===== src/lfill_params.svh =====
`ifndef LFILL_PARAMS_SVH
`define LFILL_PARAMS_SVH

// ------------------------------------------------------------
// Line-fill path sizes
// ------------------------------------------------------------

// Array geometry, fixes the one-hot decode widths
`define LFILL_SETS 8
`define LFILL_WAYS 8

// Miss handlers sharing the bus unit
`define LFILL_NUM_REQ 2

// Issue edge to response cycle
`define LFILL_BIU_LATENCY 4

`endif

===== src/lfill_pkg.sv =====
`include "lfill_params.svh"

package lfill_pkg;

  // ------------------------------------------------------------
  // Line selects
  // ------------------------------------------------------------
  typedef logic [`LFILL_SETS-1:0]         set_dcd_t;  // One-hot
  typedef logic [`LFILL_WAYS-1:0]         way_dcd_t;  // One-hot
  typedef logic [$clog2(`LFILL_SETS)-1:0] set_idx_t;
  typedef logic [$clog2(`LFILL_WAYS)-1:0] way_idx_t;

  // ------------------------------------------------------------
  // Path payloads
  // ------------------------------------------------------------
  typedef struct packed {
    logic     valid;
    set_idx_t set;
    way_idx_t way;
  } miss_t;

  typedef struct packed {
    logic     valid;
    set_dcd_t set;
    way_dcd_t way;
  } fill_req_t;

  typedef struct packed {
    logic     valid;  // Also the array's linefill valid
    set_dcd_t set;
    way_dcd_t way;
  } fill_cmd_t;

  typedef struct packed {
    logic     rvalid;
    set_dcd_t set;
    way_dcd_t way;
  } fill_rsp_t;

  typedef enum logic [1:0] {
    REQ_IDLE,
    REQ_ARB,
    REQ_WAIT
  } req_state_e;

  typedef enum logic {
    FILL_ISSUED,
    FILL_MERGED
  } fill_status_e;

endpackage


===== src/bank_fill_top.sv =====
`include "lfill_params.svh"

module bank_fill_top import lfill_pkg::*; (
  input  logic                                 clk_i,
  input  logic                                 rst_i,
  input  miss_t        [`LFILL_NUM_REQ-1:0]    miss_i,
  output logic         [`LFILL_NUM_REQ-1:0]    miss_ready_o,
  output logic         [`LFILL_NUM_REQ-1:0]    done_o,
  output fill_status_e [`LFILL_NUM_REQ-1:0]    done_status_o
);

  fill_req_t [`LFILL_NUM_REQ-1:0] req;
  logic      [`LFILL_NUM_REQ-1:0] grant;
  fill_status_e                   grant_status;
  set_dcd_t                       lookup_set;
  way_dcd_t                       lookup_way;
  logic                           inflight;
  fill_cmd_t                      cmd;
  fill_rsp_t                      rsp;

  // ------------------------------------------------------------
  // Miss handlers
  // ------------------------------------------------------------
  for (genvar n = 0; n < `LFILL_NUM_REQ; n++) begin : gen_req
    fill_requester u_req (
      .clk_i          (clk_i),
      .rst_i          (rst_i),
      .miss_i         (miss_i[n]),
      .miss_ready_o   (miss_ready_o[n]),
      .req_o          (req[n]),
      .grant_i        (grant[n]),
      .grant_status_i (grant_status),
      .rsp_i          (rsp),          // Broadcast to all
      .done_o         (done_o[n]),
      .done_status_o  (done_status_o[n])
    );
  end

  fill_arbiter u_arb (
    .clk_i          (clk_i),
    .rst_i          (rst_i),
    .req_i          (req),
    .grant_o        (grant),
    .grant_status_o (grant_status),
    .lookup_set_o   (lookup_set),
    .lookup_way_o   (lookup_way),
    .inflight_i     (inflight),
    .cmd_o          (cmd)
  );

  bank_isu_inflight_array u_array (
    .clk_i            (clk_i),
    .rst_i            (rst_i),
    .lookup_set_i     (lookup_set),
    .lookup_way_i     (lookup_way),
    .linefill_valid_i (cmd.valid),
    .inflight_o       (inflight),
    .rsp_i            (rsp)
  );

  fill_biu u_biu (
    .clk_i (clk_i),
    .rst_i (rst_i),
    .cmd_i (cmd),
    .rsp_o (rsp)
  );

endmodule


===== src/fill_biu.sv =====
`include "lfill_params.svh"

module fill_biu import lfill_pkg::*; (
  input  logic      clk_i,
  input  logic      rst_i,
  input  fill_cmd_t cmd_i,
  output fill_rsp_t rsp_o
);

  localparam int LAT = `LFILL_BIU_LATENCY;

  logic [LAT-1:0] valid_q;
  set_dcd_t       set_q [LAT];
  way_dcd_t       way_q [LAT];

  // ------------------------------------------------------------
  // Fixed-latency command pipeline
  // ------------------------------------------------------------
  always_ff @(posedge clk_i or posedge rst_i) begin
    if (rst_i) begin
      valid_q <= '0;  // Nothing outstanding
    end else begin
      valid_q[0] <= cmd_i.valid;
      for (int k = 1; k < LAT; k++) begin
        valid_q[k] <= valid_q[k-1];
      end
    end
  end

  always_ff @(posedge clk_i) begin
    set_q[0] <= cmd_i.set;
    way_q[0] <= cmd_i.way;
    for (int k = 1; k < LAT; k++) begin
      set_q[k] <= set_q[k-1];
      way_q[k] <= way_q[k-1];
    end
  end

  // Last stage is the response
  assign rsp_o.rvalid = valid_q[LAT-1];
  assign rsp_o.set    = set_q[LAT-1];
  assign rsp_o.way    = way_q[LAT-1];

endmodule


===== src/fill_arbiter.sv =====
`include "lfill_params.svh"

module fill_arbiter import lfill_pkg::*; (
  input  logic                              clk_i,
  input  logic                              rst_i,
  input  fill_req_t [`LFILL_NUM_REQ-1:0]    req_i,
  output logic      [`LFILL_NUM_REQ-1:0]    grant_o,
  output fill_status_e                      grant_status_o,
  output set_dcd_t                          lookup_set_o,
  output way_dcd_t                          lookup_way_o,
  input  logic                              inflight_i,
  output fill_cmd_t                         cmd_o
);

  localparam int PTR_W = (`LFILL_NUM_REQ > 1) ? $clog2(`LFILL_NUM_REQ) : 1;

  logic [PTR_W-1:0] rr_q;  // First requester to consider
  logic [PTR_W-1:0] cand;
  logic [PTR_W-1:0] sel;
  logic             found;

  // ------------------------------------------------------------
  // Round-robin pick
  // ------------------------------------------------------------
  always_comb begin
    found = 1'b0;
    sel   = rr_q;
    cand  = rr_q;
    for (int i = 0; i < `LFILL_NUM_REQ; i++) begin
      cand = PTR_W'((int'(rr_q) + i) % `LFILL_NUM_REQ);
      if (!found && req_i[cand].valid) begin
        found = 1'b1;
        sel   = cand;
      end
    end
    grant_o = '0;
    if (found) grant_o[sel] = 1'b1;
  end

  assign lookup_set_o   = req_i[sel].set & {`LFILL_SETS{found}};
  assign lookup_way_o   = req_i[sel].way & {`LFILL_WAYS{found}};
  assign grant_status_o = inflight_i ? FILL_MERGED : FILL_ISSUED;

  // Issue only lines not already on the bus
  assign cmd_o.valid = found & ~inflight_i;
  assign cmd_o.set   = lookup_set_o;
  assign cmd_o.way   = lookup_way_o;

  always_ff @(posedge clk_i or posedge rst_i) begin
    if (rst_i) begin
      rr_q <= '0;
    end else if (found) begin
      rr_q <= PTR_W'((int'(sel) + 1) % `LFILL_NUM_REQ);  // Past the winner
    end
  end

endmodule


===== src/fill_requester.sv =====
`include "lfill_params.svh"

module fill_requester import lfill_pkg::*; (
  input  logic         clk_i,
  input  logic         rst_i,
  input  miss_t        miss_i,
  output logic         miss_ready_o,
  output fill_req_t    req_o,
  input  logic         grant_i,
  input  fill_status_e grant_status_i,
  input  fill_rsp_t    rsp_i,
  output logic         done_o,
  output fill_status_e done_status_o
);

  req_state_e   state_q;
  req_state_e   state_d;
  set_dcd_t     set_q;
  way_dcd_t     way_q;
  fill_status_e status_q;
  logic         accept;
  logic         rsp_hit;
  logic         finish;
  fill_status_e finish_status;

  assign miss_ready_o = (state_q == REQ_IDLE);
  assign accept       = miss_i.valid & miss_ready_o;
  assign rsp_hit      = rsp_i.rvalid & (rsp_i.set == set_q) & (rsp_i.way == way_q);

  assign req_o.valid = (state_q == REQ_ARB);
  assign req_o.set   = set_q;
  assign req_o.way   = way_q;

  // ------------------------------------------------------------
  // Miss FSM
  // ------------------------------------------------------------
  always_comb begin
    state_d       = state_q;
    finish        = 1'b0;
    finish_status = status_q;
    case (state_q)
      REQ_IDLE: begin
        if (accept) state_d = REQ_ARB;
      end
      REQ_ARB: begin
        if (grant_i) begin
          finish_status = grant_status_i;
          if (rsp_hit) begin  // Merged onto the fill returning now
            finish  = 1'b1;
            state_d = REQ_IDLE;
          end else begin
            state_d = REQ_WAIT;
          end
        end
      end
      REQ_WAIT: begin
        if (rsp_hit) begin
          finish  = 1'b1;
          state_d = REQ_IDLE;
        end
      end
      default: state_d = REQ_IDLE;
    endcase
  end

  always_ff @(posedge clk_i or posedge rst_i) begin
    if (rst_i) begin
      state_q       <= REQ_IDLE;
      done_o        <= 1'b0;
      done_status_o <= FILL_ISSUED;
    end else begin
      state_q       <= state_d;
      done_o        <= finish;
      done_status_o <= finish_status;
    end
  end

  // Held line and grant status
  always_ff @(posedge clk_i) begin
    if (accept) begin
      set_q <= set_dcd_t'(1) << miss_i.set;
      way_q <= way_dcd_t'(1) << miss_i.way;
    end
    if (grant_i) status_q <= grant_status_i;
  end

endmodule


===== src/bank_isu_inflight_array.sv =====
`include "lfill_params.svh"

module bank_isu_inflight_array import lfill_pkg::*; (
  input  logic      clk_i,
  input  logic      rst_i,
  input  set_dcd_t  lookup_set_i,
  input  way_dcd_t  lookup_way_i,
  input  logic      linefill_valid_i,
  output logic      inflight_o,
  input  fill_rsp_t rsp_i
);

  logic [`LFILL_SETS-1:0][`LFILL_WAYS-1:0] inflight_q;
  logic [`LFILL_SETS-1:0][`LFILL_WAYS-1:0] inflight_d;
  logic [`LFILL_WAYS-1:0]                  row_sel;
  logic [`LFILL_WAYS-1:0]                  set_mask;
  logic [`LFILL_WAYS-1:0]                  clr_mask;

  // ------------------------------------------------------------
  // Per-set update and row read
  // ------------------------------------------------------------
  always_comb begin
    row_sel  = '0;
    set_mask = '0;
    clr_mask = '0;
    for (int s = 0; s < `LFILL_SETS; s++) begin
      set_mask = lookup_way_i & {`LFILL_WAYS{linefill_valid_i & lookup_set_i[s]}};
      clr_mask = rsp_i.way & {`LFILL_WAYS{rsp_i.rvalid & rsp_i.set[s]}};
      inflight_d[s] = set_mask | (inflight_q[s] & ~clr_mask);  // Set wins
      row_sel = row_sel | (inflight_q[s] & {`LFILL_WAYS{lookup_set_i[s]}});
    end
  end

  assign inflight_o = |(row_sel & lookup_way_i);

  always_ff @(posedge clk_i or posedge rst_i) begin
    if (rst_i) begin
      inflight_q <= '0;
    end else begin
      inflight_q <= inflight_d;
    end
  end

endmodule


===== config.mk =====
export PLATFORM = sky130hd
export DESIGN_NAME = bank_fill_top
export DESIGN_NICKNAME = d
export VERILOG_FILES = /design/src/lfill_pkg.sv /design/src/bank_fill_top.sv /design/src/fill_biu.sv /design/src/fill_arbiter.sv /design/src/fill_requester.sv /design/src/bank_isu_inflight_array.sv
export VERILOG_INCLUDE_DIRS = /design/src /design/src/src
export SDC_FILE = /design/constraint.sdc
export NUM_CORES = 1
export LEC_CHECK = 0
export BUFFER_PORTS_ARGS = -buffer_cell sky130_fd_sc_hd__buf_2
export CORE_ASPECT_RATIO = 2
export CORE_MARGIN = 2
export CORE_UTILIZATION = 50
export DETAILED_ROUTE_END_ITERATION = 12
export GPL_TIMING_DRIVEN = 0
export PLACE_DENSITY_LB_ADDON = 0.05
export RECOVER_POWER = 25
export SLEW_MARGIN = 20
export SYNTH_ARGS = -nofsm -noshare
export SYNTH_HDL_FRONTEND = slang
export SYNTH_SLANG_ARGS = --single-unit

===== constraint.sdc =====
create_clock -name clk_i -period 7.4 [get_ports clk_i]
set_input_delay 1.48 -clock clk_i [delete_from_list [all_inputs] [get_ports clk_i]]
set_output_delay 1.48 -clock clk_i [all_outputs]
set_load 0.05 [all_outputs]

== Word-level counts from Yosys, hierarchy flattened ==
Memory sizes are Yosys's and may differ from the RTL's.
Cells that the tools add are included.

* $add $sub $neg: 2
* Order comparisons: 4
* Equality and inequality tests: 14
* Shift operators: 4
* Mux-type cells: 33
* Bitwise gates (word level): 82
* Reduce and logical (&&, ||, !) cells: 8

{| class="wikitable"
|+ Operators with widths
! kind !! count
|-
| $and 8x8->8 || 35
|-
| $or 8x8->8 || 15
|-
| $mux 17 || 4
|-
| $not 8->8 || 8
|-
| $eq 8x8->1 || 4
|-
| $mux 16 || 2
|-
| $shl 1x3->8 const A || 4
|-
| $and 1x1->1 || 23
|-
| $mux 2 || 9
|-
| $mux 1 || 13
|-
| $pmux 2 s3 || 2
|-
| $ne 2x2->1 const B || 4
|-
| $reduce_or 8->1 || 1
|-
| $lt 1x2->1 const B || 3
|-
| $reduce_and 3->1 || 2
|-
| $eq 2x1->1 const B || 2
|-
| $eq 2x2->1 const B || 2
|-
| $logic_not 2->1 || 2
|-
| $ne 2x1->1 const B || 2
|-
| $pmux 1 s2 || 2
|-
| $add 1x1->1 const B || 2
|-
| $logic_and 1x1->1 || 2
|-
| $demux 1 s1 || 1
|-
| $ge 1x1->1 const B || 1
|-
| 2 further kinds || 2
|}

* Register bits: 111
* RAM bits: 64
* Bits of input ports: 16
* Memories: 2

{| class="wikitable"
|+ Memory list
! memory !! words !! bits a word !! rd ports !! clocked after memory_dff !! wr ports !! line !! RTL
|-
| u_biu.set_q || 4 || 8 || 4 || 0 || 4 || fill_biu.sv:13 || <nowiki>set_dcd_t set_q [LAT];</nowiki>
|-
| u_biu.way_q || 4 || 8 || 4 || 0 || 4 || fill_biu.sv:14 || <nowiki>way_dcd_t way_q [LAT];</nowiki>
|}

== Depth between registers and ports, before layout ==
Gate-level depths: netlist of the first run.

* Depth after elaboration: 25
* Gate-level depth with buffers: 13

== Cells and area by module ==
A second synthesis of the first run with hierarchy kept.

* Cell total of the unflattened synthesis: 591
* Area, all modules: 7080.5 um2

{| class="wikitable"
|+ Modules (own cells, without submodules)
! module !! instances !! cells an instance !! area each (um2) !! seq. area each (um2)
|-
| bank_isu_inflight_array || 1 || 294 || 3039.2 || 1601.5
|-
| fill_requester || 2 || 90 || 1119.8 || 600.6
|-
| fill_biu || 1 || 70 || 1392.6 || 1381.3
|-
| fill_arbiter || 1 || 47 || 409.1 || 25.0
|}

== Worst setup path after synthesis of the first run ==
No wires, ideal clock.

* Path kind: flip-flop to flip-flop
* From: reg gen_req[1].u_req.state_q[1]
* To: reg u_array.inflight_q[10] (netlist bit)
* Setup time: 0.103 ns
* Data arrival time: 3.062 ns
* Required time: 7.297 ns
* Setup slack: 4.234 ns
* Cell stages (with the launch flop): 14
* Buffers on the path: 3
* Cell sequence: dfrtp_1 -> inv_1 -> ha_1 -> nor2b_1 -> a21o_4 -> buf_6 -> a22oi_4 -> inv_4 -> a22oi_1 -> a41oi_1 -> or4_4 -> buf_6 -> buf_6 -> o41ai_2

{| class="wikitable"
|+ RTL lines
! item !! line !! RTL
|-
| start, declared || fill_requester.sv:16 || <nowiki>req_state_e state_q;</nowiki>
|-
| start signal, assigned || fill_requester.sv:72 || <nowiki>state_q <= state_d;</nowiki>
|-
| end signal, assigned || bank_isu_inflight_array.sv:40 || <nowiki>inflight_q <= inflight_d;</nowiki>
|-
| end, declared || bank_isu_inflight_array.sv:13 || <nowiki>logic [`LFILL_SETS-1:0][`LFILL_WAYS-1:0] inflight_q;</nowiki>
|}

==> results of run 1 <==
## worst max-delay path: stages (launching register included)
cell and delay, ns:
dfrtp_1 0.39, inv_1 0.11, ha_1 0.28, nor2_1 0.07, a22o_1 0.32, buf_4 0.28
a22oi_4 0.36, inv_2 0.21, a22oi_1 0.45, a41oi_1 0.23, or4_1 0.58, buf_2 0.23
buf_2 0.27, o41ai_2 0.28
## logic make-up after synthesis
group,share of synthesized area (%)
multiplexers,0.133
flip-flops,55.8
XOR/XNOR,3.71
buffers and inverters,4.58
adder cells (fa/ha/maj),1.33
AND/OR/NAND/NOR,12.8
AO/OA/AOI/OAI,21.7
## layout make-up
cell class	count	area share, %
clock buffers	22	5.60
repair buffers	22	1.43
flip-flops and latches	175	49.6
multi-input cells	387	35.3
clock inverters	10	1.18
well taps	195	2.87
plain buffers	40	2.90
inverters	25	1.18
## per-layer routing
layer  vias to the layer above  global-route usage, %  wire length, um
li1                       2363                      -                -
met1                      2600                   29.8             7800
met2                       173                   49.1            11300
met3                        66                   4.59              851
met4                         0                   18.7             1490
met5                         -                      0                0
## state kept, by name (all words and copies together), names as in the netlist
register and flops:
u_array.inflight_q 64, u_biu.set_q 32, u_biu.way_q 32, gen_req.u_req.set_q 16, gen_req.u_req.way_q 16, gen_req.u_req.state_q 4, u_biu.valid_q 4, gen_req.u_req.done_o 2
gen_req.u_req.done_status_o 2, gen_req.u_req.status_q 2, u_arb.rr_q 1
## worst max path at each step
stage                                                 start                                end  slack (ns)  cells after the start
finish              gen_req[0].u_req.state_q[1]$_DFFE_PP0P_   u_array.inflight_q[54]$_DFF_PP0_        3.19                     13
floorplan                                             rst_i  gen_req[0].u_req.done_o$_DFF_PP0_        3.95                      1
detailed placement  gen_req[0].u_req.state_q[1]$_DFFE_PP0P_   u_array.inflight_q[28]$_DFF_PP0_        3.31                     13
global route        gen_req[0].u_req.state_q[1]$_DFFE_PP0P_   u_array.inflight_q[42]$_DFF_PP0_        3.06                     13
CTS                 gen_req[0].u_req.state_q[1]$_DFFE_PP0P_   u_array.inflight_q[45]$_DFF_PP0_        3.29                     13
global placement                                      rst_i   u_array.inflight_q[45]$_DFF_PP0_        2.92                      2
## cell usage in the layout (no fill, tap or decap), drive strengths merged, types with 2 or more instances in the layout
| cell type | synthesis | final |
|---|---|---|
| o41ai | 64 | 64 |
| buf | 23 | 42 |
| a31oi | 2 | 2 |
| o21ai | 2 | 2 |
| clkinvlp | 0 | 3 |
| nor2 | 9 | 9 |
| a41oi | 10 | 10 |
| dfrtp | 77 | 77 |
| a22oi | 50 | 50 |
| a21oi | 9 | 9 |
| and3b | 6 | 6 |
| nor3 | 5 | 5 |
| clkinv | 0 | 2 |
| nand3 | 4 | 4 |
| ha | 8 | 8 |
| and3 | 4 | 4 |
| nor4 | 5 | 5 |
| and2 | 10 | 10 |
| or4 | 2 | 2 |
| inv | 25 | 29 |
| nand4 | 6 | 6 |
| nor2b | 3 | 3 |
| edfxtp | 32 | 32 |
| dfxtp | 66 | 66 |
| clkbuf | 17 | 42 |
| xnor2 | 32 | 32 |
| nand2 | 135 | 135 |
| nor3b | 15 | 15 |
## metrics by stage
stage	hold WS [ns]	worst slack, ns	util (%)	cells	cell area, sq um
after global placement	0.310	2.92	53.3	843	7900
final	0.324	3.19	57.3	876	8490
after detailed placement	0.312	3.31	53.5	844	7920
after CTS	0.324	3.29	57.4	876	8500
after floorplan	0.310	3.95	-	627	7550
after global routing	0.332	3.06	57.3	876	8490
==> impl_results.md, run 1 <==
* Final Wtd Congestion at roughly 0.87
* Synth area leaders: dfrtp_1 (26%), dfxtp_1 (18%), edfxtp_1 (13%)
* Asr flop ratio synth at 44.0%
* First-pass DRT Iterations at 5
* Most used DFF post-synth: dfrtp_1
* Clock Skews at slightly above 0.009 ns
* Slew @ Worst Pin at 1.79 ns
* Final-report hold violation count at 0
* Hpwl dp at 15400 um
* Die X at 90.9 um
* Count of pins over their slew limit at 37
* Routed vias/inst at between 5 and 6
* Arr. time, crit path at ~4.5 ns
* Hold_buf cts at 0
* Total negative slack at 0 ns
* Hold_sp: u_biu.set_q[2][0]$_DFF_P_
* Setup CP Type: flop to flop
* RSZ-0062 raised after global routing: false
* Nets at 692
* Starting Density at 50.9%
* Worst Hold Class: flop to flop
* Buffers on Ports at 21
* Routed WL per cell at 24.5 um
* Largest net degree at the start of global routing at 42
* FF/Latch Area at 4210 sq um
* TritonCTS clock tree: yes
* Share of cells above drive strength 1 at roughly 22%
* Area leader, netlist: dfrtp_1
* Num ports at 22
* Most common cell in the netlist: nand2_1
* Reg-to-Reg End: u_array.inflight_q[54]$_DFF_PP0_
* Die area at about 16000 sq um
* Deepest clock path buffer count at 2
* Final setup fails at 0
* Slew margin rel. at -19.9%
* H-tree Lvls at 4
* Max Fclk at 238 MHz
* Num CTS Buffers at 17
* CP endpoint kind: flop
* Syn nets at 651
* Failing checks: capacitance limit, slew limit
* Cts repair resizes at 0
* Global-route wire length before repair at 32400 um
* Number of fill cells at ~1300
* Max-cap violation count at 1
* Mapped Area at 7550 sq um
* Seq cells post-synth at 175
* Part of the cycle the worst path needs at a little under three fifths
* Worst-path fanout max at 10
* Synth warnings at 0
* Startpoint types: flop
* R2r startpoint: gen_req[0].u_req.state_q[1]$_DFFE_PP0P_
* R2R Setup Slk at 3.19 ns
* Vert. Die Dim at 178 um
* Num Clock Sinks at approximately 180
* 1st-iter DRT viols at 382
* DRC viols at 0
* Synth top area share at 25.5%
* Clock slew at reported path FFs at approximately 0.060 ns
* Sequential area share after synthesis at between 50% and 60%
* Synth top cells by count: nand2_1 (135), dfrtp_1 (77), dfxtp_1 (66), o41ai_2 (49), a22oi_1 (35)
* Total track usage at roughly 28%
* Status: finished, violations left
* Core ar. at 14800 sq um
* Synth cell types at 41
* Antenna violations before repair at 0
* Multi-input logic area at 3000 sq um
* Rows at 63
* Post-synth EDFFs at 32
* # Post-CTS Setup Buffers at 0
* Clock network latency to the later pin of the worst-skew pair at roughly 0.43 ns
* Clk root buf: clkbuf_16
* Vias at ~5200
* R2R depth at 13
* Hold Crit Depth at 0
* Vias in the first global route at 5394
* Area growth from synthesis to layout at 12.6%
* Worst EP required at 7.71 ns
* Routed Antenna Nets at 0
* Gate Count Post-Synth at around 630
* Minimum clock period at ~4.2 ns
* Grt ovf at 0
* Avg Cell Area, Syn at 12.0 sq um
* Antenna cells at 0
* Worst Hold Path EP: u_biu.set_q[3][0]$_DFF_P_
* DRT Wirelength at 21500 um
Power of run 1 is not shown: default switching activity piles up to over one toggle a cycle in this logic, so the estimate is an artifact.
==> run 2, diff against run 1 <==
==> constraint.sdc (replaced) <==
create_clock -name clk_i -period 3.6 [get_ports clk_i]
set_input_delay 0.72 -clock clk_i [delete_from_list [all_inputs] [get_ports clk_i]]
set_output_delay 0.72 -clock clk_i [all_outputs]
set_load 0.05 [all_outputs]
==> impl_results.md, run 2 (synthesis gave the netlist of run 1 again) <==
* Status: finished, violations left
* Failing checks: capacitance limit, slew limit
* Largest net degree at the start of global routing at 42 (unchanged)
* Routed length on met1 at 7840 um (+0.44%)
* Share of cells above drive strength 1 at 26.5% (+4.4 points)
* Routed vias/inst at 5.99 (+0.79%)
* Final Wtd Congestion at 0.870 (unchanged)
* Worst EP required at 3.91 ns (-3.80 ns)
* Worst setup margin at 0.0857 ns (-3.11 ns)
* Clock network latency to the later pin of the worst-skew pair at 0.43 ns (about the same)
* Clk root buf: clkbuf_16
* Area growth from synthesis to layout at 15.7%
* Deepest clock path buffer count at 2 (unchanged)
* Global-route wire length before repair at 32700 um (+1.0%)
* Worst-path fanout max at 10 (unchanged)
* Num Clock Sinks at 175 (unchanged)
* Starting Density at 50.9% (unchanged)
* Crit-path slowest cell: or4_4
* Worst Hold Class: flop to flop
* Routed WL per cell at 24.4 um (-0.38%)
* Number of fill cells at 1305 (-1.7%)
* H-tree Lvls at 4 (unchanged)
* First-pass DRT Iterations at 5 (unchanged)
* Vias at 5339 (+2.6%)
* CP endpoint kind: flop
* Most common cell after layout, fill and taps aside: nand2_1
* Commonest cells after routing, fill and taps aside: nand2_1 (135), dfrtp_1 (77), dfxtp_1 (66)
* Max Fclk at 285 MHz (+20%)
* Buffers on Ports at 21 (unchanged)
* Num CTS Buffers at 17 (unchanged)
* Die area at 16100 sq um (unchanged)
* Nets at 708 (+2.3%)
* 1st-iter DRT viols at 411 (+7.6%)
* Setup CP Type: flop to flop
* RSZ-0062 raised after global routing: false
* Antenna violations before repair at 0 (unchanged)
* Worst-path cell chain: ha_4 > nor2b_1 > a21o_4 > buf_6 > a22oi_4 > inv_4 > a22oi_2 > a41oi_1 > or4_4 > buf_6 > buf_6 > o41ai_2
* Routed Antenna Nets at 0 (unchanged)
* CP max stage delay at 0.56 ns (-0.02 ns)
* Met3 routed WL at 756 um (-11%)
* Max FFs per register at 64 (unchanged)
* Multi-input logic area at 3100 sq um (+3.5%)
* Clock slew at reported path FFs at 0.07 ns (about the same)
* Total negative slack at 0 ns (unchanged)
* Core ar. at 14800 sq um (unchanged)
* Slew margin rel. at -19.9% (about the same)
* Startpoint types: flop
* DRC viols at 0 (unchanged)
* DRT Wirelength at 21800 um (+1.4%)
* Rows at 63 (unchanged)
* Uppermost layer routed: met4
* Clock Skews at 0.00930 ns (+0.000129 ns)
* Total track usage at 27.9% (+0.26 points)
* Part of the cycle the worst path needs at 97.6% (+41 points)
* Final-report hold violation count at 0 (unchanged)
* Vert. Die Dim at 178 um (unchanged)
* Die X at 90.9 um (unchanged)
* Arr. time, crit path at 3.82 ns (-0.70 ns)
* TritonCTS clock tree: yes
* Antenna cells at 0 (unchanged)
* Grt ovf at 0 (unchanged)
* Minimum clock period at 3.51 ns (-0.692 ns)
* Hpwl dp at 15400 um (unchanged)
* Max-cap violation count at 1 (unchanged)
* Registers with the most flip-flops: u_array.inflight_q: 64 flops, u_biu.set_q: 32 flops, u_biu.way_q: 32 flops
* Num ports at 22 (unchanged)
* Met2 wire len at 11500 um (+1.3%)
* Slew @ Worst Pin at 1.79 ns (-0.0000835 ns)
* Place WS at -0.493 ns (-3.80 ns)
* Most frequent CP cell: buf_6
* FF/Latch Area at 4210 sq um (unchanged)
* Vias in the first global route at 5492 (+1.8%)
* Biggest register: u_array.inflight_q
* Count of pins over their slew limit at 37 (unchanged)
* Final setup fails at 0 (unchanged)
run 2: what timing repair did:
| item | 4_1_cts | 5_1_grt |
|---|---|---|
| buffers inserted | 16 | 0 |
| hold buffers | 0 | 0 |
| resized for setup | 11 | 18 |
| hold endpoints to repair | 0 | 0 |
| cloned | 0 | 0 |
| setup endpoints to repair | 69 | 63 |
| pin swaps | 15 | 1 |
run 2: final timing paths:
path	start	to	slack (ns)	depth (start not counted)
max reg2reg	gen_req[0].u_req.state_q[0]$_DFFE_PP0P_	u_array.inflight_q[25]$_DFF_PP0_	0.09	12
max in group asynchronous	rst_i	u_array.inflight_q[20]$_DFF_PP0_	1.98	3
min in group asynchronous	rst_i	gen_req[0].u_req.done_status_o$_DFF_PP0_	0.73	2
min reg2reg	u_biu.set_q[0][5]$_DFF_P_	u_biu.set_q[1][5]$_DFF_P_	0.33	0
min	u_biu.set_q[0][5]$_DFF_P_	u_biu.set_q[1][5]$_DFF_P_	0.33	0
max	gen_req[0].u_req.state_q[0]$_DFFE_PP0P_	u_array.inflight_q[25]$_DFF_PP0_	0.09	12
run 2: stage by stage:
step	util (%)	cells	cell area [sq um]	hold slack [ns]
after global placement	53.3	843	7900	0.310
after floorplan	-	627	7550	0.310
after detailed placement	53.5	844	7920	0.312
after CTS	58.5	892	8670	0.324
after global routing	58.9	892	8730	0.332
final	58.9	892	8730	0.327
run 2: cell type report:
class,instances,area share [%]
Sequential cell,175,48.2
Multi-Input combinational cell,387,35.5
Clock buffer,22,5.44
Buffer,40,2.98
Tap cell,195,2.79
Timing Repair Buffer,38,2.77
Clock inverter,10,1.15
Inverter,25,1.15
run 2: per-layer routing:
layer  up-vias  track usage [%]
met2       209             49.5
met1      2641             29.9
met3        87             4.37
met5         -                0
li1       2402                -
met4         0             19.9
run 2: worst max-delay path: cells and delay by family (launching register included):
family | cells | cell delay (ns)
compound gates | 5 | 1.36
fa+ha+maj | 1 | 0.21
buf+inv | 4 | 0.64
flops | 1 | 0.44
simple gates | 2 | 0.71
Power of run 2 is left out for the same reason.
